## src/verilog/primitive_pkg.sv

```systemverilog
/* Primitive buffer definitions */

`default_nettype none

package primitive_pkg;

   // ==============================
   // Sizes
   // ==============================
   localparam int NUM_LANES       = 5;
   localparam int BLOCK_WIDTH     = 256;
   localparam int WORD_WIDTH      = 32;
   localparam int WORDS_PER_BLOCK = BLOCK_WIDTH / WORD_WIDTH;
   localparam int LANE_DEPTH      = 16;
   localparam int LEVEL_WIDTH     = 5;    // Store plus the block in the serializer
   localparam int LOW_WATERMARK   = 4;    // Ask for more below this many blocks

   // Startup and marker timing, in clk_pll_200 cycles
   localparam int RESET_HOLD_CYCLES  = 16;
   localparam int RESET_PULSE_CYCLES = 32;
   localparam int MARKER_CYCLES      = 4;

   // ==============================
   // Payload and port types
   // ==============================
   typedef logic [BLOCK_WIDTH-1:0] block_t;
   typedef logic [WORD_WIDTH-1:0]  word_t;

   typedef struct packed {
      logic   req;
      block_t data;
   } block_write_t;

   typedef struct packed {
      word_t word;
      logic  empty;
   } word_out_t;

endpackage

`default_nettype wire

```

## src/verilog/burst_marker.sv

```systemverilog
/* Burst marker generator */

`timescale 1ns/1ns
`default_nettype none

module burst_marker (
   input  wire  clk_pll_200,
   input  wire  rst_n,
   input  wire  burst,
   output logic ecrst,
   output logic bcrst
);

   typedef logic [$clog2(primitive_pkg::MARKER_CYCLES + 1)-1:0] cnt_t;

   logic burst_q;
   logic start_kind;   // High for start of burst
   cnt_t cnt;

   always_ff @(posedge clk_pll_200) begin
      if (!rst_n) begin
         burst_q    <= 1'b0;
         start_kind <= 1'b0;
         cnt        <= '0;
      end else begin
         burst_q <= burst;
         if (burst != burst_q) begin
            // Any edge restarts the marker
            start_kind <= burst;
            cnt        <= cnt_t'(primitive_pkg::MARKER_CYCLES);
         end else if (cnt != '0) begin
            cnt <= cnt - cnt_t'(1);
         end
      end
   end

   // Start of burst 11, end of burst 10
   assign ecrst = cnt != '0;
   assign bcrst = (cnt != '0) && start_kind;

endmodule

`default_nettype wire

```

## config.mk

```make
export PLATFORM = sky130hd
export DESIGN_NAME = burst_marker
export DESIGN_NICKNAME = d
export VERILOG_FILES = /design/src/verilog/primitive_pkg.sv /design/src/verilog/burst_marker.sv
export SDC_FILE = /design/constraint.sdc
export NUM_CORES = 1
export LEC_CHECK = 0
export BUFFER_PORTS_ARGS = -buffer_cell sky130_fd_sc_hd__buf_2
export CORE_AREA = 3 3 40 42
export CTS_CLUSTER_DIAMETER = 50
export DETAILED_ROUTE_END_ITERATION = 8
export DIE_AREA = 0 0 43 45
export PLACE_DENSITY_LB_ADDON = 0.12
export SLEW_MARGIN = 20
export SYNTH_ARGS = -nofsm -noshare
export SYNTH_HDL_FRONTEND = slang
export SYNTH_SLANG_ARGS = --single-unit
```

## constraint.sdc

```tcl
create_clock -name clk_pll_200 -period 1.55 [get_ports clk_pll_200]
set_input_delay 0.465 -clock clk_pll_200 [delete_from_list [all_inputs] [get_ports clk_pll_200]]
set_output_delay 0.465 -clock clk_pll_200 [all_outputs]
set_load 0.01 [all_outputs]
```

== Word level (Yosys, flattened, before mapping) ==
Index checks and enable logic that the tools add are counted.
Storage, ports and cells
  output and inout port bits: 2
  input bits: 3
  register bits after elaboration: 5
  logic and storage cells: 13
Cells by class
  eq/ne operators: 1
  bitwise operators: 1
  reductions and logical operators: 4
  mux-type cells: 2
  add/sub/neg operators: 1
Operators with widths (number)
  3-bit two-way mux: 2
  3-bit nonzero test: 1
  3-bit by 1-bit subtractor with 3-bit output, second input constant: 1
  2-bit nonzero test: 1
  2-bit OR reduction: 1
  1-bit logical AND: 1
  1-bit != test: 1
  1-bit NOT: 1

== Longest topological paths before layout ==
  depth in word-level cells: 3
  depth in mapped cells: 6
  mapped depth without buffers: 6

== Worst setup path before layout ==
OpenSTA, ideal clock, no wires.
  kind: register to output
  from: reg cnt[0]
  to: out bcrst
  arrival time: 1.015 ns
  setup slack: 0.070 ns
  data required time: 1.085 ns
  buffers on the path: 0
  stages on the path, launching flop included: 5
  path through: dfxtp_1 inv_1 ha_1 ha_1 nor2b_1
On the way
  cells in the longest elaborated chain, start to end: 2
Ends and longest elaborated chain
  start: declaration: line burst_marker.sv:18  | cnt_t cnt;
  start signal: assignment: line burst_marker.sv:30  | cnt <= cnt_t'(primitive_pkg::MARKER_CYCLES);
  start signal: assignment: line burst_marker.sv:32  | cnt <= cnt - cnt_t'(1);
  3-bit nonzero test: line burst_marker.sv:39  | assign bcrst = (cnt != '0) && start_kind;
  1-bit logical AND: line burst_marker.sv:39
  end: declaration: line burst_marker.sv:11  | output logic bcrst
No other way between the ends.

== Worst setup path after layout ==
Same ends and word-level chain as after synthesis.

==> impl_metrics.py <==
metrics = {
    "placed_design": {
        "placement.io_buffers": 4,
        "place_congestion": 0.628,
        "dp_hpwl_um": 297,
        "placed_area_um2": 292,
    },
    "cells_and_area": {
        "nFillCells": 145,
        "drive_gt1_share_pct": 47.5,
        "postLayoutCellArea_um2": 375,
        "finalNetCount": 47,
        "area_growth_syn_to_layout_pct": 53.1,
        "seqCellArea_um2": 103,
        "diodes": 0,
        "multi_input_area_um2": 148,
        "post-route-util_pct": 29.2,
    },
    "synthesis": {
        "yosys.area_share.adder_pct": 19.9,
        "yosysWarnings": 0,
        "synth-edff-count": 0,
        "synth.avg_cell_area_um2": 9.08,
        "synth-xor-area-share_pct": 7.14,
        "synthSimpleGateAreaFrac_pct": 13.8,
        "yosysTopAreaCell": "dfxtp_1",
        "synthMuxAreaShare_pct": 4.08,
        "syn_nets": 33,
        "yosysUniqueCellTypes": 13,
        "synth-seq-cells": 5,
        "synth_top_family_by_area": "adder cells",
        "synthCells": 27,
        "synth_common_cells": "6 x inv_1, 5 x dfxtp_1, 3 x ha_1, 3 x nor2_1, 2 x and2_1",
        "synth_flop_cell": "dfxtp_1",
        "synth_compound_area_share_pct": 5.10,
        "yosysMostFrequentCell": "inv_1",
        "ys_seq_area_share_pct": 40.8,
        "synth_area_leaders": "dfxtp_1 41%, ha_1 15%, inv_1 9.2%, and2_1 5.1%, maj3_2 4.6%",
        "yosys.area.top_type_share_pct": 40.8,
        "async_flop_share_pct": 0,
        "netlist_area_um2": 245,
    },
    "power": {
        "ir_worst_vdd_v": 0.000411,
        "powerDensity_nw_per_um2": 1190,
        "p_leak_nw": 0.181,
    },
    "floorplanning": {
        "die_w_um": 43,
        "start_util_pct": 19.1,
        "core_area_um2": 1280,
        "die_h_um": 45,
        "die_area_um2": 1940,
        "pin_count": 5,
        "rows": 13,
    },
    "worst_setup_path": {
        "cp_max_fo": 4,
        "critical_path.slowest_cell": "dfxtp_2",
        "rr_endpoint": "cnt[2]$_SDFFE_PN0P_",
        "start_kind": "flop",
        "path_buf_inv": 2,
        "cp-end-kind": "output port",
        "crit_family": "flip-flops",
        "worstPathArrival_ns": 1.16,
        "reg2reg_depth": 6,
        "rr_startpoint": "cnt[0]$_SDFFE_PP0P_",
        "worst-path-stages": 5,
        "crit_end": "bcrst",
        "crit_path_start": "cnt[0]$_SDFFE_PP0P_",
        "cp_common_cell": "ha_4",
        "path_class": "flop to output port",
        "crit_required_ns": 1.08,
        "path_cells": "inv_2 -> ha_4 -> ha_4 -> nor2b_1 -> buf_2",
        "slowest_delay_ns": 0.32,
        "rrSetupSlack_ns": 0.38,
    },
    "timing": {
        "drv_slew": 0,
        "worst_pin_slew_ns": 0.162,
        "setup_slack_ns": -0.0749,
        "setup_viol": 2,
        "min_period_ns": 1.62,
        "hold_violations": 0,
        "max_freq_mhz": 615,
        "fin_crit_sh_pct": 105,
        "finClkSkew_ns": 0.00294,
        "rsz0062_at_grt": "true",
        "slew_headroom_pct": 89.1,
    },
    "clock_tree": {
        "clk_pin_slew_ns": 0.04,
        "cts_buffers": 3,
        "hold_buffers": 0,
        "tritoncts": "built",
        "cts_max_path_buffers": 2,
        "cts_num_sinks": 5,
        "root_buffer": "clkbuf_4",
        "cts.htree.levels": 1,
        "clk_latency_ns": 0.24,
    },
    "global_routing": {
        "grt.overflow.total": 0,
        "grt_pass1_wl_um": 731,
        "first_global_vias": 195,
        "grt_usage_pct": 5.99,
        "grt_max_degree": 5,
        "antenna_found_initial": 0,
    },
    "route": {
        "dr.pass1.iters": 1,
        "wl_um": 428,
        "drt-initial-drc-count": 0,
        "drc_errors": 0,
        "vias_per_cell": 3.67,
        "wl_met3_um": 25,
        "ant_nets": 0,
        "wl_met1_um": 152,
        "post_drt_wl_per_cell_um": 7.78,
        "vias": 202,
        "top_layer": "met4",
        "wl_met2_um": 217,
    },
    "outcome": {
        "violations": "setup timing",
        "status": "complete, but fails checks",
    },
    "worst_hold_path": {
        "hp-class": "input port to flop",
    },
    "flow_run": {
        "maxCapViolCount": 0,
    },
}
-- cells by family after synthesis --
group           after synthesis
compound gates                2
xor+xnor                      2
fa+ha+maj                     4
buf+inv                       6
flops                         5
mux                           1
simple gates                  7
-- cell type report --
class	instances	area share, %
timing repair buffer	9	15.3
clock buffer	4	7.00
tap	15	5.00
sequential	5	27.3
inverter	6	6.00
multi-input combinational	16	39.3
-- metal layers --
| metal | vias to the layer above | GRT usage, % |
|---|---|---|
| li1 | 105 | - |
| met1 | 87 | 4.33 |
| met2 | 7 | 9.88 |
| met3 | 3 | 1.20 |
| met4 | 0 | 10.8 |
| met5 | - | 0 |
-- flip-flops by register name (all words and copies together) (netlist names) --
register / flops
burst_q: 1
cnt: 3
start_kind: 1
-- worst reg2reg max path, cell delays in order (launching register included) --
cell      delay (ns)
dfxtp_2         0.32
inv_2           0.05
ha_4            0.16
ha_4            0.16
buf_4           0.13
mux2i_1         0.14
a21boi_0        0.09
-- how the worst min path moves through the flow --
stage,start,end,slack [ns],cells past startpoint
floorplan,cnt[1]$_SDFFE_PP0P_,cnt[1]$_SDFFE_PP0P_,0.45,2
global placement,cnt[1]$_SDFFE_PP0P_,cnt[1]$_SDFFE_PP0P_,0.47,2
detailed placement,cnt[1]$_SDFFE_PP0P_,cnt[1]$_SDFFE_PP0P_,0.48,2
CTS,rst_n,start_kind$_SDFFE_PN0P_,0.46,2
global route,rst_n,start_kind$_SDFFE_PN0P_,0.47,2
finish,rst_n,start_kind$_SDFFE_PN0P_,0.47,2
-- through the flow --
step	worst slack, ns	power [mW]	hold WS (ns)	TNS [ns]	instances
floorplan	0.0700	0.217	0.454	0	27
global placement	0.0158	0.248	0.469	0	47
detailed placement	0.00255	0.250	0.478	0	47
CTS	-0.0968	0.443	0.460	-0.116	53
global route	-0.160	0.486	0.466	-0.231	55
finish	-0.0749	0.446	0.465	-0.0814	55
-- power by group --
group	leakage [nW]	switching [mW]	internal (mW)
Clock	0.0150	0.0518	0.0972
Combinational	0.124	0.0612	0.0836
Sequential	0.0422	0.00792	0.144
Total	0.181	0.121	0.325
-- what timing repair did --
item,CTS,global route
gates resized for setup,8,0
pin swaps,2,2
buffers inserted,2,2
hold endpoints to repair,0,0
endpoints found under the setup margin,2,2
-- layout by cell type (no fill, tap or decap), drive strengths merged --
cell type,n
xor2,1
nor2,3
ha,3
maj3,1
buf,9
xnor2,1
and2,2
nand2,1
clkbuf,4
inv,6
a21boi,1
mux2i,1
dfxtp,5
nor2b,1
a21oi,1
Power figures use the tool's default switching activity.
