File: config.mk
export PLATFORM = sky130hd
export DESIGN_NAME = primitive_lane
export DESIGN_NICKNAME = d
export VERILOG_FILES = /design/src/verilog/primitive_pkg.sv /design/src/verilog/lane_store.sv /design/src/verilog/word_serializer.sv /design/src/verilog/primitive_lane.sv
export SDC_FILE = /design/constraint.sdc
export NUM_CORES = 2
export LEC_CHECK = 0
export BUFFER_PORTS_ARGS = -buffer_cell sky130_fd_sc_hd__buf_2
export CORE_ASPECT_RATIO = 1.25
export CORE_MARGIN = 8
export CORE_UTILIZATION = 62
export DETAILED_ROUTE_END_ITERATION = 6
export MAX_ROUTING_LAYER = met4
export PLACE_DENSITY = 0.85
export REMOVE_ABC_BUFFERS = 1
export SYNTH_ARGS = -nofsm -noshare
export SYNTH_HDL_FRONTEND = slang
export SYNTH_HIERARCHICAL = 1
export SYNTH_SLANG_ARGS = --single-unit
export TNS_END_PERCENT = 10
File: constraint.sdc
create_clock -name clk_pll_200 -period 29.2 [get_ports clk_pll_200]
set_clock_uncertainty 0.15 [all_clocks]
set_input_delay 5.84 -clock clk_pll_200 [delete_from_list [all_inputs] [get_ports clk_pll_200]]
set_output_delay 5.84 -clock clk_pll_200 [all_outputs]
set_load 0.02 [all_outputs]
File: src/verilog/primitive_pkg.sv
/* Primitive buffer definitions */

`default_nettype none

package primitive_pkg;

   // ==============================
   // Sizes
   // ==============================
   localparam int NUM_LANES       = 5;
   localparam int BLOCK_WIDTH     = 256;
   localparam int WORD_WIDTH      = 32;
   localparam int WORDS_PER_BLOCK = BLOCK_WIDTH / WORD_WIDTH;
   localparam int LANE_DEPTH      = 16;
   localparam int LEVEL_WIDTH     = 5;    // Store plus the block in the serializer
   localparam int LOW_WATERMARK   = 4;    // Ask for more below this many blocks

   // Startup and marker timing, in clk_pll_200 cycles
   localparam int RESET_HOLD_CYCLES  = 16;
   localparam int RESET_PULSE_CYCLES = 32;
   localparam int MARKER_CYCLES      = 4;

   // ==============================
   // Payload and port types
   // ==============================
   typedef logic [BLOCK_WIDTH-1:0] block_t;
   typedef logic [WORD_WIDTH-1:0]  word_t;

   typedef struct packed {
      logic   req;
      block_t data;
   } block_write_t;

   typedef struct packed {
      word_t word;
      logic  empty;
   } word_out_t;

endpackage

`default_nettype wire

File: src/verilog/lane_store.sv
/* Lane block store */

`timescale 1ns/1ns
`default_nettype none

module lane_store (
   input  wire                         clk_pll_200,
   input  wire                         rst_n,
   input  wire primitive_pkg::block_write_t wr,
   input  wire                         take,
   output logic                        wr_ack,
   output primitive_pkg::block_t       head,
   output logic                        head_valid
);

   typedef logic [$clog2(primitive_pkg::LANE_DEPTH)-1:0] ptr_t;
   typedef logic [primitive_pkg::LEVEL_WIDTH-1:0] count_t;
   typedef enum logic {ack_wait, ack_hold} ack_state_t;

   primitive_pkg::block_t mem [primitive_pkg::LANE_DEPTH];
   ptr_t       wr_ptr;
   ptr_t       rd_ptr;
   count_t     count;
   ack_state_t ack_state;
   logic       full;
   logic       store;

   assign full  = count == count_t'(primitive_pkg::LANE_DEPTH);
   assign store = (ack_state == ack_wait) && wr.req && !full;   // Full holds off the ack

   always_ff @(posedge clk_pll_200) begin
      if (!rst_n) begin
         ack_state <= ack_wait;
         wr_ptr    <= '0;
         rd_ptr    <= '0;
         count     <= '0;
      end else begin
         // Four-phase acceptance
         case (ack_state)
            ack_wait: if (store) ack_state <= ack_hold;
            ack_hold: if (!wr.req) ack_state <= ack_wait;
            default:  ack_state <= ack_wait;
         endcase
         if (store) wr_ptr <= wr_ptr + ptr_t'(1);
         if (take) rd_ptr <= rd_ptr + ptr_t'(1);
         case ({store, take})
            2'b10:   count <= count + count_t'(1);
            2'b01:   count <= count - count_t'(1);
            default: count <= count;
         endcase
      end
   end

   always_ff @(posedge clk_pll_200) begin
      if (store) mem[wr_ptr] <= wr.data;
   end

   assign wr_ack     = ack_state == ack_hold;
   assign head       = mem[rd_ptr];
   assign head_valid = count != '0;

endmodule

`default_nettype wire

File: src/verilog/word_serializer.sv
/* Block to word serializer */

`timescale 1ns/1ns
`default_nettype none

module word_serializer (
   input  wire                          clk_pll_200,
   input  wire                          rst_n,
   input  wire primitive_pkg::block_t   head,
   input  wire                          head_valid,
   input  wire                          pop,
   output logic                         take,
   output primitive_pkg::word_out_t     rd,
   output logic                         block_done
);

   typedef logic [$clog2(primitive_pkg::WORDS_PER_BLOCK)-1:0] idx_t;

   primitive_pkg::block_t cur_block;
   idx_t idx;
   logic loaded;
   logic last_pop;

   assign last_pop   = loaded && pop && (idx == idx_t'(primitive_pkg::WORDS_PER_BLOCK - 1));
   assign take       = head_valid && (!loaded || last_pop);   // No gap between blocks
   assign block_done = last_pop;

   always_ff @(posedge clk_pll_200) begin
      if (!rst_n) begin
         loaded <= 1'b0;
         idx    <= '0;
      end else if (take) begin
         loaded <= 1'b1;
         idx    <= '0;
      end else if (loaded && pop) begin
         if (last_pop) loaded <= 1'b0;
         idx <= last_pop ? '0 : idx + idx_t'(1);
      end
   end

   always_ff @(posedge clk_pll_200) begin
      if (take) cur_block <= head;
   end

   // Low word first
   assign rd.word  = cur_block[idx*primitive_pkg::WORD_WIDTH +: primitive_pkg::WORD_WIDTH];
   assign rd.empty = !loaded;

endmodule

`default_nettype wire

File: src/verilog/primitive_lane.sv
/* Primitive lane */

`timescale 1ns/1ns
`default_nettype none

module primitive_lane (
   input  wire                          clk_pll_200,
   input  wire                          rst_n,
   input  wire                          burst,
   input  wire primitive_pkg::block_write_t wr,
   input  wire                          pop,
   output logic                         wr_ack,
   output primitive_pkg::word_out_t     rd,
   output logic                         refill
);

   typedef logic [primitive_pkg::LEVEL_WIDTH-1:0] level_t;

   primitive_pkg::block_t head;
   logic   head_valid;
   logic   take;
   logic   block_done;
   logic   ack_q;
   logic   accepted;
   level_t level;

   lane_store store (
      .clk_pll_200 (clk_pll_200),
      .rst_n       (rst_n),
      .wr          (wr),
      .take        (take),
      .wr_ack      (wr_ack),
      .head        (head),
      .head_valid  (head_valid)
   );

   word_serializer serializer (
      .clk_pll_200 (clk_pll_200),
      .rst_n       (rst_n),
      .head        (head),
      .head_valid  (head_valid),
      .pop         (pop),
      .take        (take),
      .rd          (rd),
      .block_done  (block_done)
   );

   assign accepted = wr_ack && !ack_q;   // Ack rise means one new block

   // ==============================
   // Fill level and refill request
   // ==============================
   always_ff @(posedge clk_pll_200) begin
      if (!rst_n) begin
         ack_q  <= 1'b0;
         level  <= '0;
         refill <= 1'b0;
      end else begin
         ack_q <= wr_ack;
         case ({accepted, block_done})
            2'b10:   level <= level + level_t'(1);
            2'b01:   level <= level - level_t'(1);
            default: level <= level;
         endcase
         refill <= burst && (level < level_t'(primitive_pkg::LOW_WATERMARK));
      end
   end

endmodule

`default_nettype wire

**After elaboration in Yosys (flattened, before gate mapping)**

Memories as Yosys holds them, arrays and structs flattened. A register that Yosys moved wholly into a read port is not among the register bits.
Cells that the tools add are included.

- Memory bits (read-only): 0
- Word-level logic and storage cells: 55
- Memories kept: 1
- Bits in writable memories: 4096
- Input port bits: 261
- Bits in registers: 25
- Bits in latches: 0

Memories:

| name | words | width | rd ports | clocked after memory_dff | wr ports | RTL line | source |
|---|---|---|---|---|---|---|---|
| store.mem | 16 | 256 | 1 | 1 | 1 | lane_store.sv:20 | `primitive_pkg::block_t mem [primitive_pkg::LANE_DEPTH];` |

- Add/sub/neg operators: 7
- Multiplexer cells: 10
- Reductions and logical operators: 18
- Shift operators: 1
- Eq/ne operators: 6
- Bitwise operators: 2
- Multipliers: 0
- Magnitude comparators: 1
- Div/mod/pow operators: 0

Operator list:

| cell | number |
|---|---|
| 256-bit by 9-bit indexed part select with 32-bit output | 1 |
| 5-bit one-hot mux with 2 select lines | 2 |
| 5-bit by 1-bit adder with 5-bit output, second input constant | 2 |
| 5-bit by 1-bit subtractor with 5-bit output, second input constant | 2 |
| 4-bit by 1-bit adder with 4-bit output, second input constant | 2 |
| 2-bit nonzero test | 4 |
| 1-bit logical AND | 7 |
| 1-bit two-way mux | 6 |
| 5-bit equality test, second input constant | 1 |
| 5-bit by 3-bit < comparator with 1-bit output, second input constant | 1 |
| 5-bit nonzero test | 1 |
| 2-bit by 1-bit equality test with 1-bit output, second input constant | 2 |
| 2-bit equality test, second input constant | 2 |
| 3-bit by 1-bit adder with 3-bit output, second input constant | 1 |
| 3-bit equality test, second input constant | 1 |
| 1-bit zero test | 3 |
| 3-bit two-way mux | 1 |
| 1-bit inverter | 2 |
| 1-bit one-hot mux with 2 select lines | 1 |
| 2-bit AND reduction | 1 |
| 2-bit OR reduction | 1 |
| 1-bit logical OR | 1 |

**Depth between registers and ports, before layout**

- Word-level depth: 6
- Gate-level depth with buffers: 12
- Gate-level depth less buffers: 11

**By module**

Netlist, hierarchy kept.

By module, submodules not included:

| module | area each (µm²) | instances | cells an instance |
|---|---|---|---|
| lane_store | 153358.3 | 1 | 6361 |
| word_serializer | 9884.5 | 1 | 393 |
| primitive_lane | 447.9 | 1 | 51 |

**Worst setup path before layout**

OpenSTA, ideal clock, no wires.

- Path type: input to register
- Start point: input port wr[256] (netlist name)
- End point: memory store/mem[0][0] (netlist name) (enable)
- Data required time: 27.864 ns
- Path buffers: 0
- Setup time: 1.186 ns
- Stages: 4
- Setup slack: 4.192 ns
- Arrival time: 23.673 ns
- Path through: nand2b_1 -> a21oi_1 -> nand2_1 -> nor3_1

- Word-level cells in the longest chain between the ends: 4

Ends and longest elaborated chain:

| item | RTL line | source |
|---|---|---|
| start: declaration | primitive_lane.sv:10 | `input wire primitive_pkg::block_write_t wr,` |
| 1-bit logical AND (2 in series) | lane_store.sv:29 | `assign store = (ack_state == ack_wait) && wr.req && !full;` |
| 1-bit two-way mux | lane_store.sv:55 | `if (store) mem[wr_ptr] <= wr.data;` |
| 1-bit two-way mux (not written as such) | lane_store.sv:55 |  |
| end: declaration | lane_store.sv:20 |  |

No other way between the ends.

**Final worst setup path**

- Start point: input port wr[256] (netlist name)
- End point: memory store/mem[14][73] (netlist name) (enable)

The elaborated chain is that of the path after synthesis.

==> impl_metrics.py <==
metrics = {
    "timing": {
        "max_slew_margin_pct": 2.688,
        "timing.fmax_ghz": 0.09382,
        "grt_setup_unrepaired": "no",
        "worst_pin_slew_ps": 1458,
        "fin_crit_ps": 10660,
        "maxSlewViolCount": 0,
        "hold_violations": 0,
        "fin_crit_sh_pct": 36.50,
        "finalSetupViolCount": 0,
    },
    "place": {
        "dp_cells": 10370,
        "io_buffers": 295,
        "gp_congestion": 0.8144,
        "dpl.hpwl_um": 221100,
    },
    "setup_path": {
        "reg2regPathDepth": 7,
        "worstSetupPathType": "primary input to flop",
        "crit_fanout": 56,
        "r2r_end": "serializer/cur_block[195]",
        "cp.required_ps": 29570,
        "cp-end-kind": "flop",
        "r2r_setup_slack_ps": 22930,
        "critPathLaunchType": "primary input",
        "cp_data_arrival_time_ps": 11030,
    },
    "logic_synthesis": {
        "mappedNetlistArea_um2": 163700,
        "ys_seq_area_share_pct": 80.19,
        "yosys_warnings": 6,
        "syn-instance-count": 6805,
        "syn_area_per_cell_um2": 24.05,
        "ys_ff_latch": 4381,
        "synth.top_cell.area_share_pct": 79.84,
        "yosysTopAreaCell": "edfxtp_1",
        "yosysMostFrequentCell": "edfxtp_1",
        "async_flop_share_pct": 0,
        "synth_common_cells": "edfxtp_1, mux4_2, a22oi_1, o22ai_1, clkbuf_1",
        "yosys-top-cells-area": "edfxtp_1, mux4_2, a22oi_1",
        "yosysUniqueCellTypes": 50,
        "yosys_most_used_dff": "edfxtp_1",
        "synth_edf_count": 4352,
    },
    "min_path": {
        "whs_path_depth": 1,
        "min_path_type": "flop to flop",
        "hold_path.startpoint": "level[4]",
        "holdPathEnd": "refill",
    },
    "routing": {
        "vias_per_cell": 7.668,
        "dr.pass1.iters": 7,
        "ant_nets": 0,
        "routedWlPerCell_um": 44.27,
        "drt_iter0_drc": 16120,
        "drc": 1,
        "dr_total_vias": 85910,
        "drt_wl_total_um": 495900,
    },
    "global_routing": {
        "grt_max_degree": 144,
        "grt_overflow": 0,
        "grt_pass1_vias": 84950,
        "track_usage_pct": 35.09,
        "antenna_found_initial": 119,
        "grt_pass1_wl_um": 673500,
    },
    "clocking": {
        "cts_resized": 0,
        "cts_sinks": 4381,
        "clk_pin_slew_worst_paths_ps": 70,
        "clk_latency_ps": 950,
        "clock-root-buffer": "clkbuf_16",
        "cts_buffer_depth": 4,
        "htreeDepth": 5,
        "cts_tree": "built",
        "cts_buffers": 392,
        "cts_hold_buf": 0,
        "postCtsSetupBuffers": 0,
    },
    "floorplanning": {
        "die_y_um": 590.5,
        "ios": 296,
        "die_area_um2": 280800,
        "rows": 211,
        "fp.coreArea_um2": 263500,
        "die_w_um": 475.6,
        "start_util_pct": 62.13,
    },
    "power_and_ir_drop": {
        "design_power_total_w": 0.01584,
        "combPwrFrac_pct": 17.3,
        "vdd_drop_max_mv": 0.2206,
        "power_switching_share_pct": 27.10,
        "p_int_w": 0.01155,
        "power.leakage_nw": 56.08,
        "clkPwrFrac_pct": 34.9,
        "power.density_nw_per_um2": 86.79,
        "switchingPower_w": 0.004293,
        "seq_power_share_pct": 47.9,
    },
    "flow_run": {
        "maxCapViolations": 0,
    },
    "run_status": {
        "status": "complete, but fails checks",
        "violations": "DRC",
    },
    "cells_and_area": {
        "multi_input_area_um2": 30710,
        "regArea_um2": 131300,
        "area_growth_pct": 11.50,
        "final_cells": 11200,
        "fillers": 13960,
        "final_layout_size_suffix_gt1_share_pct": 28.24,
        "final_nets": 7522,
    },
}
## per-stage QoR
step                instance area [um2]  hold WS (ps)  utilization, %   TNS, ps  setup WS [ps]
floorplan                        161800         258.5               -  -3750250         -14700
global placement                 169100         277.2           64.17         0          18490
detailed placement               169100         285.5           64.17         0          18300
CTS                              182200         291.0           69.15         0          18910
global route                     182500         327.8           69.26         0          18700
finish                           182500         298.6           69.27         0          18540
## final cells by class
cell class,instances,share of cell area [%]
antenna,126,0.1728
clock buffer,470,5.628
clock inverter,240,1.560
inverter,9,0.01851
multi-input combinational,2043,16.83
sequential,4381,71.93
tap,3514,2.409
timing repair buffer,420,1.453
## flip-flops by register name, summed over array words and instances (netlist names), named ones only
name,flops
ack_q,1
level,5
refill,1
serializer/cur_block,256
serializer/idx,3
serializer/loaded,1
store/count,5
store/mem,4096
store/rd_ptr,4
store/wr_ack,1
store/wr_ptr,4
## cell families (layout without fill, tap and decap cells)
| family | count (synthesis) | in the layout | synth area share (%) |
|---|---|---|---|
| flops | 4381 | 4381 | 80.19 |
| mux | 1128 | 1128 | 15.26 |
| compound gates | 539 | 539 | 2.308 |
| buf+inv | 381 | 1139 | 1.163 |
| simple gates | 349 | 349 | 0.8989 |
| fa+ha+maj | 14 | 14 | 0.1070 |
| xor+xnor | 13 | 13 | 0.06956 |
| other cells | 0 | 126 | 0 |
## layer usage
metal / vias to the layer above / routed length [um] / part of all wire (%) / GRT usage, %
met5: - / 0 / 0 / -
met3: 2160 / 70740 / 14 / 7.934
met4: 0 / 37020 / 7.5 / 18.62
li1: 30350 / - / - / -
met2: 10080 / 242400 / 49 / 55.60
met1: 43320 / 145800 / 29 / 42.78
## cell usage in the layout (no fill, tap or decap), types with 7 or more instances in the layout
cell and count:
a22oi_1 302, and2_1 10, buf_12 19, buf_2 295, buf_4 106, bufinv_16 62, clkbuf_1 70, clkbuf_16 400
clkinv_1 75, clkinv_2 64, clkinvlp_4 19, dfxtp_1 23, diode_2 126, edfxtp_1 4352, ha_1 14, inv_1 9
inv_6 9, mux2_2 32, mux2i_1 8, mux4_1 10, mux4_2 1078, nand2_1 166, nand3_1 7, nor2_1 108
nor2_4 13, nor2b_1 7, o22ai_1 210, xnor2_1 7
## critical path: stages
cell	delay [ps]
buf_2	120
nand2b_1	170
a21oi_1	700
nand2_1	430
nor2_4	1040
buf_4	640
buf_4	990
buf_4	880
## power groups by stage
stage	clock, W	combinational [W]	sequential, W
after global placement	0	0.00242	0.00760
final	0.00552	0.00273	0.00758
after floorplan	0	0.00410	0.00805
after global routing	0.00572	0.00279	0.00759
after detailed placement	0	0.00252	0.00765
after CTS	0.00550	0.00268	0.00757
## worst max path at each step
| stage | to | depth (start not counted) | slack [ps] | start |
|---|---|---|---|---|
| floorplan | serializer/cur_block[0] | 3 | -14700 | flop |
| global placement | store/mem[14][233] | 8 | 18490 | wr[256] |
| detailed placement | store/mem[14][73] | 8 | 18300 | wr[256] |
| CTS | store/mem[14][73] | 8 | 18910 | wr[256] |
| global route | store/mem[14][68] | 8 | 18700 | wr[256] |
| finish | store/mem[14][73] | 8 | 18540 | wr[256] |
(Power assumes the default switching activity.)
