==> src/verilog/primitive_pkg.sv <==
/* Primitive buffer definitions */

`default_nettype none

package primitive_pkg;

   // ==============================
   // Sizes
   // ==============================
   localparam int NUM_LANES       = 5;
   localparam int BLOCK_WIDTH     = 256;
   localparam int WORD_WIDTH      = 32;
   localparam int WORDS_PER_BLOCK = BLOCK_WIDTH / WORD_WIDTH;
   localparam int LANE_DEPTH      = 16;
   localparam int LEVEL_WIDTH     = 5;    // Store plus the block in the serializer
   localparam int LOW_WATERMARK   = 4;    // Ask for more below this many blocks

   // Startup and marker timing, in clk_pll_200 cycles
   localparam int RESET_HOLD_CYCLES  = 16;
   localparam int RESET_PULSE_CYCLES = 32;
   localparam int MARKER_CYCLES      = 4;

   // ==============================
   // Payload and port types
   // ==============================
   typedef logic [BLOCK_WIDTH-1:0] block_t;
   typedef logic [WORD_WIDTH-1:0]  word_t;

   typedef struct packed {
      logic   req;
      block_t data;
   } block_write_t;

   typedef struct packed {
      word_t word;
      logic  empty;
   } word_out_t;

endpackage

`default_nettype wire

==> src/verilog/reset_sequencer.sv <==
/* Startup reset sequencer */

`timescale 1ns/1ns
`default_nettype none

module reset_sequencer (
   input  wire  clk_pll_200,
   input  wire  rst_n,
   input  wire  flush,
   output logic core_rst_n,
   output logic sys_ready
);

   typedef enum logic [1:0] {st_hold, st_pulse, st_run} state_t;
   typedef logic [$clog2(primitive_pkg::RESET_HOLD_CYCLES +
                         primitive_pkg::RESET_PULSE_CYCLES)-1:0] cnt_t;

   state_t state;
   cnt_t   cnt;

   always_ff @(posedge clk_pll_200) begin
      if (!rst_n || flush) begin
         state <= st_hold;   // Flush restarts the whole sequence
         cnt   <= '0;
      end else begin
         case (state)
            st_hold:
               if (cnt == cnt_t'(primitive_pkg::RESET_HOLD_CYCLES - 1)) begin
                  state <= st_pulse;
                  cnt   <= '0;
               end else begin
                  cnt <= cnt + cnt_t'(1);
               end
            st_pulse:
               if (cnt == cnt_t'(primitive_pkg::RESET_PULSE_CYCLES - 1)) begin
                  state <= st_run;
                  cnt   <= '0;
               end else begin
                  cnt <= cnt + cnt_t'(1);
               end
            default: state <= st_run;
         endcase
      end
   end

   assign sys_ready  = state == st_run;
   assign core_rst_n = (state == st_run) && !flush;

endmodule

`default_nettype wire

==> config.mk <==
export PLATFORM = sky130hd
export DESIGN_NAME = reset_sequencer
export DESIGN_NICKNAME = d
export VERILOG_FILES = /design/src/verilog/primitive_pkg.sv /design/src/verilog/reset_sequencer.sv
export SDC_FILE = /design/constraint.sdc
export NUM_CORES = 1
export LEC_CHECK = 0
export BUFFER_PORTS_ARGS = -buffer_cell sky130_fd_sc_hd__buf_2
export CAP_MARGIN = 20
export CORE_AREA = 2 2 39 41
export CTS_CLUSTER_SIZE = 8
export DETAILED_ROUTE_END_ITERATION = 10
export DIE_AREA = 0 0 41 43
export GPL_ROUTABILITY_DRIVEN = 1
export MAX_ROUTING_LAYER = met4
export SYNTH_ARGS = -nofsm -noshare
export SYNTH_HDL_FRONTEND = slang
export SYNTH_SLANG_ARGS = --single-unit
==> constraint.sdc <==
create_clock -name clk_pll_200 -period 1.4 [get_ports clk_pll_200]
set_clock_uncertainty 0.2 [all_clocks]
set_input_delay 0.07 -clock clk_pll_200 [delete_from_list [all_inputs] [get_ports clk_pll_200]]
set_output_delay 0.07 -clock clk_pll_200 [all_outputs]
set_load 0.05 [all_outputs]
# Word level (Yosys, flattened, before mapping)
# Index checks and enable logic that the tools add are counted.
[word_totals]
elab_cells = 22
input_bits = 3
reg_bits = 8
out_inout_bits = 2
[op_classes]
n_eq_ne = 6
add_sub_neg = 1
mux = 6
n_reduce_logical = 7
[op_table]
columns = ["operator", "count"]
rows = [
  ["$mux W6", 2],
  ["$pmux W6 S2", 1],
  ["$add A6 B1 Y6 const B", 1],
  ["$eq A6 B4 Y1 const B", 1],
  ["$eq A6 B5 Y1 const B", 1],
  ["$mux W2", 2],
  ["$ne A2 B2 Y1 const B", 2],
  ["$pmux W2 S2", 1],
  ["$eq A2 B1 Y1 const B", 1],
  ["$eq A2 B2 Y1 const B", 1],
  ["$logic_not A1 Y1", 2],
  ["$logic_not A2 Y1", 1],
  ["$reduce_and A2 Y1", 1],
  ["$reduce_bool A2 Y1", 1],
  ["$logic_and A1 B1 Y1", 1],
  ["$logic_or A1 B1 Y1", 1],
]

# Logic depth before layout (Yosys ltp)
# Gate-level depths: netlist (run 1).
[depth]
word_depth = 3
mapped_depth = 4
ltp_nobuf = 4

# Least setup slack after synthesis (run 1)
# OpenSTA, ideal clock, no wires.
[synth_path]
kind = "register to output"
startpoint = "reg state[1]"
endpoint = "out core_rst_n"
stages_incl_launch_ff = 4
path_slack_ps = -848
n_path_buf = 1
t_arrival_ps = 1978
required_ps = 1130
cell_sequence = "dfxtp_1 buf_6 nor2b_1 nor2b_1"
[synth_via]
elab_chain_cells = 2
[synth_lines]
columns = ["item", "line", "text"]
rows = [
  ["from (decl)", "reset_sequencer.sv:18", "state_t state;"],
  ["from (signal assigned)", "reset_sequencer.sv:23", "state <= st_hold;"],
  ["from (signal assigned)", "reset_sequencer.sv:29", "state <= st_pulse;"],
  ["from (signal assigned)", "reset_sequencer.sv:36", "state <= st_run;"],
  ["$eq A2 B2 Y1", "n/a", ""],
  ["named net sys_ready", "reset_sequencer.sv:11", "output logic sys_ready"],
  ["$logic_and A1 B1 Y1", "reset_sequencer.sv:47", "assign core_rst_n = (state == st_run) && !flush;"],
  ["to (decl)", "reset_sequencer.sv:10", "output logic core_rst_n,"],
]
# The timed path passes the listed nets, and every way through them passes these cells.

# Worst setup path in the final report (run 1)
[layout_path]
startpoint = "reg state[1]"
endpoint = "out core_rst_n"
[layout_via]
elab_chain_cells = 2
[layout_lines]
columns = ["item", "line"]
rows = [
  ["$eq A2 B2 Y1", "reset_sequencer.sv:47"],
  ["$logic_and A1 B1 Y1", "reset_sequencer.sv:47"],
]
# No other way between the ends.

==> impl_metrics.csv, run 1 <==
group,metric,value,unit
setup_path,cpPeakStageDelay,0.39,ns
drt,vias,336,
status,status,"complete, no violations",
setup_path,required,1.13,ns
clock_network,cts_hold_buf,0,
clock_network,clock_sinks,8,
timing,final_hold_viol_count,0,
layout,fin_nets,59,
grt,antenna_found_initial,0,
yosys,synthesis.area,403,µm²
timing,relSlewSlack,0.809,
power,ir_worst_vdd,0.331,mV
floorplan,start_util,0.291,
hold_path,hold_depth,4,
setup_path,arrival,1.09,ns
grt,grt_use_total,0.114,
timing,grt_setup_unrepaired,"yes",
setup_path,path_delay_family,"flip-flops",
timing,finalCritPeriodShare,0.972,
yosys,seq_area_frac_synth,0.398,
yosys,synth_flop_cell,"dfxtp_1",
setup_path,reg2reg_from,"cnt[1]",
clock_network,cts_root_buf,"clkbuf_4",
setup_path,reg2reg_slack,0.05,ns
placed_design,dpl_cell_area,470,µm²
yosys,ys_types,23,
yosys,synth_top_area_frac,0.398,
job,cap_violations,0,
grt,grt_first_pass_wirelength,1260,µm
placed_design,port_buffers,4,
yosys,mappedNetlistNets,46,
drt,detail-route-antenna-nets,0,
yosys,synthArstFlopShare,0,
floorplan,ioPinCount,5,
timing,slew_viol_final,0,
yosys,ys_ff_latch,8,
yosys,synth-compound-area-share,0.124,
yosys,yosys-top-cells-count,"8 x dfxtp_1, 5 x nor2_1",
drt,drt-total-wl,829,µm
drt,vias_per_cell,4.87,
clock_network,cts_made_buffers,3,
timing,setup_violations,0,
yosys,syn_inst,42,
yosys,synth_most_common_cell,"dfxtp_1",
clock_network,clk_pin_slew_worst_paths,0.06,ns
placed_design,gp_congestion,0.809,
floorplan,core,1380,µm²
drt,drtIter0Drc,4,
timing,finalCriticalPeriod,1.36,ns
setup_path,critical_path_class,"register to output port",
timing,fmax,735,MHz
setup_path,cp-startpoint,"state[1]",
hold_path,hp-class,"input pin to register",
power,leakage,0.000194,µW
layout,design_area,544,µm²
clock_network,cts_htree_levels,1,
placed_design,placedCellCount,64,
yosys,synth_top_cells_by_area,"dfxtp_1 40%, and4b_1 5.0%, mux2i_1 5.0%",
yosys,ys_warn_count,0,
drt,routedWlPerCell,12.0,µm
layout,drive_gt1_frac,0.415,
layout,fin_util,0.393,
yosys,synth_edf_count,0,
yosys,synthAdderAreaFrac,0.0311,
floorplan,dieArea,1760,µm²
hold_path,worstHoldStart,"rst_n",
layout,area_delta_synth_final,35.1,%
yosys,synth_xor_area_frac,0.0870,
setup_path,critical-path-slowest-cell,"dfxtp_4",
yosys,synth_top_family_by_area,"simple AND/OR/NAND/NOR gates",
timing,tightest_slew,0.286,ns
drt,drtPass1Iterations,2,
layout,diodes,0,
floorplan,rows,14,
setup_path,end_kind,"output port",
setup_path,crit_cells,3,
yosys,muxShareOfSynthArea,0.0497,
floorplan,die_y,43,µm
grt,grt_max_degree,10,
power,cellPowerDensity,807,nW/µm²
power,finalPower,439,µW
setup_path,critical_path_buf_inv_count,1,
grt,grt_pass1_vias,323,
setup_path,cpMostUsedCell,"nor2b_4",
setup_path,path_cells,"nor2b_4, nor2b_4, buf_6",
yosys,yosys.area.top_type,"dfxtp_1",
setup_path,reg2reg_depth,4,
clock_network,insertion_delay,0.25,ns
placed_design,dp_hpwl,545,µm
yosys,postSynthAreaPerCell,9.59,µm²
setup_path,startpoint_type,"register",
setup_path,path_max_fanout,8,
floorplan,die_x,41,µm
clock_network,tritoncts,"built",
clock_network,clockBufferDepth,2,
grt,grt-ovfl-total,0,
yosys,yosys.area_share.simple,0.264,
timing,whs,0.0284,ns
drt,route.detailed.drc,0,
layout,fin_cells,69,
power by group:
group	internal (µW)	leakage (µW)	switching, µW	total [µW]
combinational	14.8	0.000114	12.6	27.4
clock	98.3	0.0000138	81.0	179
sequential	229	0.0000663	3.05	232
repair_timing:
item,in CTS,in global routing
pin swaps,1,0
resized for setup,3,7
buffers inserted,1,1
endpoints found under the setup margin,2,7
metrics by stage:
| step | setup WS [ns] | setup TNS [ns] |
|---|---|---|
| 3_5_place_dp | -0.00147 | -0.00147 |
| 2_1_floorplan | -0.00730 | -0.00730 |
| 6_report | 0.0388 | 0 |
| 3_3_place_gp | 0.0282 | 0 |
| 5_1_grt | -0.0139 | -0.0323 |
| 4_1_cts | 0.0230 | 0 |
worst paths after layout:
check / endpoint
hold reg to reg: state[0]
setup / recovery: core_rst_n
hold / removal: cnt[0]
setup reg to reg: cnt[5]
state kept, by name (all words and copies together) (netlist names):
register / cells
state: 2
cnt: 6
worst register-to-register path: stages (launching register included):
cell and delay [ns]:
dfxtp_2 0.33, ha_4 0.16, and4b_2 0.23, a211o_1 0.27, a21oi_2 0.10
metal layers:
metal / track usage / wire, µm / vias to the layer above / part of all wire
met1: 0.122 / 369 / 159 / 0.45
met5: - / 0 / - / 0
met2: 0.163 / 420 / 6 / 0.51
met4: 0.0200 / 0 / 0 / 0
li1: - / - / 171 / -
met3: 0.0942 / 40 / 0 / 0.048
cell type report:
type / instances / area, µm²
repair buffers: 9 / 63.8
well taps: 16 / 20.0
multi-input cells: 31 / 264
clock buffers: 3 / 22.5
fillers: 151 / 840
inverters: 2 / 7.51
flip-flops and latches: 8 / 166
layout by cell type, fill, tap and decap left out, types with 2 or more instances in the layout:
master,netlist,routed
buf_4,0,5
nor2_1,5,4
buf_2,0,3
mux2i_1,2,2
nor2b_4,0,2
nand4b_1,2,2
xor2_1,2,2
dfxtp_1,8,5
clkbuf_4,0,3
dfxtp_2,0,2
inv_1,2,2
nand2b_1,2,2
xnor2_1,2,2
cells by family after synthesis:
group,Yosys count
compound gates,7
xor+xnor,4
fa+ha+maj,1
buf+inv,3
flops,8
mux,2
simple gates,17
Note: power is estimated with default switching activity, not from simulation.
==> run 2: changes to the inputs <==
Settings changed: CELL_PAD_IN_SITES_DETAIL_PLACEMENT set to 0, CELL_PAD_IN_SITES_GLOBAL_PLACEMENT set to 2, CORE_AREA 2 2 39 41 to unset, CORE_MARGIN set to 1.5, CORE_UTILIZATION set to 28, DIE_AREA 0 0 41 43 to unset, PLACE_DENSITY_LB_ADDON set to 0.1.
==> impl_metrics.csv, run 2 (synthesized netlist as in run 1, its figures left out) <==
group,metric,value,unit
setup_path,reg2reg_slack,0.07,ns
timing,relSlewSlack,0.834,
setup_path,critical-path-slowest-cell,"dfxtp_4",
layout,final_common_cell,"buf_4",
setup_path,reg2reg_from,"state[1]",
setup_path,end_kind,"register",
timing,setup_violations,0,
placed_design,placedCellCount,64,
placed_design,dp_hpwl,630,µm
clock_network,cts_root_buf,"clkbuf_4",
grt,antenna_found_initial,0,
layout,fin_nets,60,
floorplan,start_util,0.306,
setup_path,path_max_fanout,6,
setup_path,startpoint_type,"register",
setup_path,required,1.39,ns
status,status,"complete, no violations",
timing,finalCritPeriodShare,0.951,
drt,drt-total-wl,788,µm
floorplan,ioPinCount,5,
setup_path,endpoint,"cnt[5]",
placed_design,port_buffers,4,
floorplan,core,1320,µm²
drt,vias_per_cell,4.83,
clock_network,clk_pin_slew_worst_paths,0.05,ns
grt,grt_max_degree,10,
grt,grt_pass1_vias,322,
clock_network,clock_sinks,8,
drt,routedWlPerCell,11.4,µm
timing,slew_viol_final,0,
layout,drive_gt1_frac,0.407,
clock_network,cts_made_buffers,3,
timing,fmax,751,MHz
drt,drtPass1Iterations,2,
clock_network,tritoncts,"built",
clock_network,cts_htree_levels,1,
floorplan,die_x,40.9,µm
setup_path,arrival,1.32,ns
setup_path,critical_path_class,"register to register",
timing,grt_setup_unrepaired,"no",
drt,route.detailed.drc,0,
layout,max_flop_register,"cnt",
clock_network,insertion_delay,0.25,ns
drt,drtIter0Drc,1,
setup_path,path_cells,"buf_4, nand3b_1, a211o_1, a21oi_2",
layout,largestRegisters,"cnt (6), state (2)",
setup_path,cpPeakStageDelay,0.36,ns
clock_network,clockBufferDepth,2,
setup_path,r2r_end,"cnt[5]",
layout,largest_register_ffs,6,
placed_design,gp_congestion,0.654,
layout,diodes,0,
floorplan,rows,13,
timing,whs,0.0316,ns
drt,detail-route-antenna-nets,0,
grt,grt_use_total,0.141,
layout,area_delta_synth_final,33.5,%
power,ir_worst_vdd,0.356,mV
power,leakage,0.000197,µW
layout,fin_util,0.408,
floorplan,dieArea,1680,µm²
timing,finalCriticalPeriod,1.33,ns
layout,fillerInstances,138,
grt,grt_first_pass_wirelength,1360,µm
power,cellPowerDensity,796,nW/µm²
grt,grt-ovfl-total,0,
timing,tightest_slew,0.251,ns
layout,most-common-layout-cells,"5 x buf_4, 4 x nor2_1, 4 x dfxtp_1",
setup_path,reg2reg_depth,4,
layout,fin_cells,69,
job,cap_violations,0,
timing,final_hold_viol_count,0,
floorplan,die_y,40.9,µm
hold_path,hp-class,"input pin to register",
drt,vias,333,
setup_path,cp-startpoint,"state[1]",
-- run 2: cell count changes in the layout (fill, tap and decap cells not counted), sizes merged --
cell | previous run | this run
dlygate4sd3 | 0 | 1
-- run 2: timing repair --
action,CTS,global route
hold buffers,1,0
endpoints found under the setup margin,2,6
resized for setup,2,7
endpoints found under the hold margin,1,0
pin swaps,1,0
buffers inserted,0,1
-- run 2: worst min path at each step --
stage | end | depth (start not counted) | slack (ns) | from
3_3_place_gp | cnt[2] | 3 | 0.18 | rst_n
3_5_place_dp | cnt[2] | 3 | 0.24 | rst_n
6_report | cnt[2] | 3 | 0.03 | flush
2_1_floorplan | core_rst_n | 1 | -0.002 | flush
4_1_cts | cnt[2] | 3 | 0.03 | flush
5_1_grt | cnt[2] | 3 | 0.05 | flush
-- run 2: critical path: cells and delay by family (launching register included) --
kind / cells / cell delay, ns
AND/OR/NAND/NOR: 1 / 0.17
flip-flops: 1 / 0.36
AO/OA/AOI/OAI: 2 / 0.39
buffers and inverters: 1 / 0.15
-- run 2: cell type report --
class / count / area [µm²] / share of cell area
Clock buffer: 3 / 22.5 / 0.0419
Sequential cell: 8 / 168 / 0.312
Multi-Input combinational cell: 31 / 244 / 0.453
Tap cell: 15 / 18.8 / 0.0349
Timing Repair Buffer: 10 / 77.6 / 0.144
Inverter: 2 / 7.51 / 0.0140
-- run 2: per-layer routing --
layer,vias up,part of all wire,global-route usage
li1,176,-,-
met1,149,0.42,0.134
met2,8,0.51,0.223
met3,0,0.065,0.0815
met4,0,0,0.0750
met5,-,0,-
-- run 2: report_power, final --
part	internal (µW)	total (µW)	switching [µW]
Combinational	14.6	27.3	12.7
Sequential	229	231	1.82
Clock	97.7	170	72.3
Total	342	428	86.8
-- run 2: stage by stage --
stage           TNS, ns  cell area (µm²)  worst slack [ns]  power [µW]
3_3_place_gp          0              477            0.0217         260
4_1_cts               0              514           0.00235         436
3_5_place_dp          0              477           0.00451         262
5_1_grt               0              538           0.00598         463
2_1_floorplan  -0.00730              419          -0.00730         248
6_report              0              538            0.0684         428
==> run 3: changes to the inputs <==
Settings changed: REMOVE_ABC_BUFFERS set to 1.
==> impl_metrics.csv, run 3 (synthesized netlist as in run 1, its figures left out) <==
group,metric,value,unit
status,status,"complete, no violations",
setup_path,reg2reg_from,"cnt[0]",
drt,route.detailed.drc,0,
layout,fin_util,0.384,
floorplan,rows,13,
floorplan,die_y,40.9,µm
timing,fmax,742,MHz
clock_network,cts_root_buf,"clkbuf_4",
setup_path,required,1.38,ns
setup_path,endpoint,"cnt[5]",
timing,setup_violations,0,
layout,largestRegisters,"cnt (6), state (2)",
layout,multi_input_area,244,µm²
setup_path,reg2reg_depth,4,
layout,most-common-layout-cells,"7 x dfxtp_1, 4 x nor2_1, 3 x clkbuf_4, 3 x buf_2, 3 x buf_4",
setup_path,arrival,1.33,ns
grt,grt-ovfl-total,0,
grt,grt_use_total,0.123,
power,leakage,0.000180,µW
grt,grt_first_pass_wirelength,1170,µm
timing,finalCriticalPeriod,1.35,ns
hold_path,worstHoldStart,"rst_n",
timing,relSlewSlack,0.816,
placed_design,dpl_cell_area,453,µm²
timing,final_hold_viol_count,0,
timing,slew_viol_final,0,
placed_design,port_buffers,4,
timing,whs,0.0187,ns
clock_network,insertion_delay,0.25,ns
clock_network,clock_sinks,8,
layout,max_flop_register,"cnt",
drt,detail-route-antenna-nets,0,
layout,design_area,505,µm²
layout,diodes,0,
power,finalPower,422,µW
drt,drt-total-wl,758,µm
layout,fillerInstances,135,
layout,largest_register_ffs,6,
clock_network,clockBufferDepth,2,
timing,setup_slack,0.0515,ns
grt,grt_pass1_vias,266,
timing,grt_setup_unrepaired,"yes",
setup_path,cp-startpoint,"cnt[0]",
placed_design,dp_slack,-0.00679,ns
floorplan,dieArea,1680,µm²
power,cellPowerDensity,834,nW/µm²
floorplan,ioPinCount,5,
drt,drtPass1Iterations,3,
setup_path,path_max_fanout,4,
setup_path,startpoint_type,"register",
grt,antenna_found_initial,0,
setup_path,critical_path_class,"register to register",
drt,drtIter0Drc,8,
layout,fin_nets,57,
hold_path,hp-class,"input pin to register",
job,cap_violations,0,
floorplan,start_util,0.306,
layout,drive_gt1_frac,0.333,
clock_network,clk_pin_slew_worst_paths,0.05,ns
clock_network,cts_htree_levels,1,
floorplan,core,1320,µm²
setup_path,r2r_end,"cnt[5]",
timing,tightest_slew,0.275,ns
power,ir_worst_vdd,0.566,mV
placed_design,dp_hpwl,528,µm
layout,seq_area,164,µm²
timing,finalCritPeriodShare,0.963,
drt,routedWlPerCell,11.5,µm
floorplan,die_x,40.9,µm
setup_path,reg2reg_slack,0.05,ns
placed_design,gp_congestion,0.642,
clock_network,cts_made_buffers,3,
clock_network,tritoncts,"built",
layout,final_common_cell,"dfxtp_1",
setup_path,end_kind,"register",
grt,grt_max_degree,8,
drt,vias,319,
clock_network,cts_hold_buf,0,
clock_network,cts_setup_buffers,0,
drt,vias_per_cell,4.83,
layout,area_delta_synth_final,25.5,%
## run 3: cell types whose count changed in the layout (fill, tap and decap cells not counted)
cell / change
buf_6: +1
dfxtp_2: -3
dfxtp_1: +3
buf_4: -2
buf_8: -1
dlygate4sd3_1: -1
## run 3: critical path, stage by stage, from the launching register on
cell	delay, ns
dfxtp_1	0.31
ha_2	0.18
and4b_1	0.20
a211o_1	0.28
a21oi_2	0.11
## run 3: metrics by stage
step / TNS [ns] / instances
3_3_place_gp: 0 / 63
3_5_place_dp: -0.00679 / 63
6_report: 0 / 66
5_1_grt: -0.0144 / 66
4_1_cts: -0.00507 / 66
2_1_floorplan: -0.944 / 41
## run 3: timing repair
action | in CTS | in global routing
resized for setup | 2 | 8
pin swaps | 1 | 0
setup endpoints to repair | 3 | 5
## run 3: power breakdown
part	switching (µW)	leakage, µW	internal, µW
Combinational	12.0	0.000101	11.0
Clock	70.4	0.0000138	97.5
Sequential	1.71	0.0000655	229
## run 3: metal layers
layer  wire (µm)  GRT usage  vias to the layer above
li1            -          -                      168
met1         354      0.131                      146
met2         365      0.164                        5
met3          38     0.0978                        0
met4           0     0.0500                        0
met5           0          -                        -
## run 3: worst min path at each step
| stage | to | cells past startpoint |
|---|---|---|
| floorplan | cnt[5] | 2 |
| global placement | core_rst_n | 3 |
| detailed placement | core_rst_n | 3 |
| CTS | state[1] | 3 |
| global route | cnt[5] | 3 |
| finish | cnt[5] | 3 |
## run 3: layout make-up
class / count / area share
clock buffers: 3 / 0.0446
inverters: 2 / 0.0149
multi-input cells: 31 / 0.483
flip-flops and latches: 8 / 0.324
well taps: 15 / 0.0371
repair buffers: 7 / 0.0965
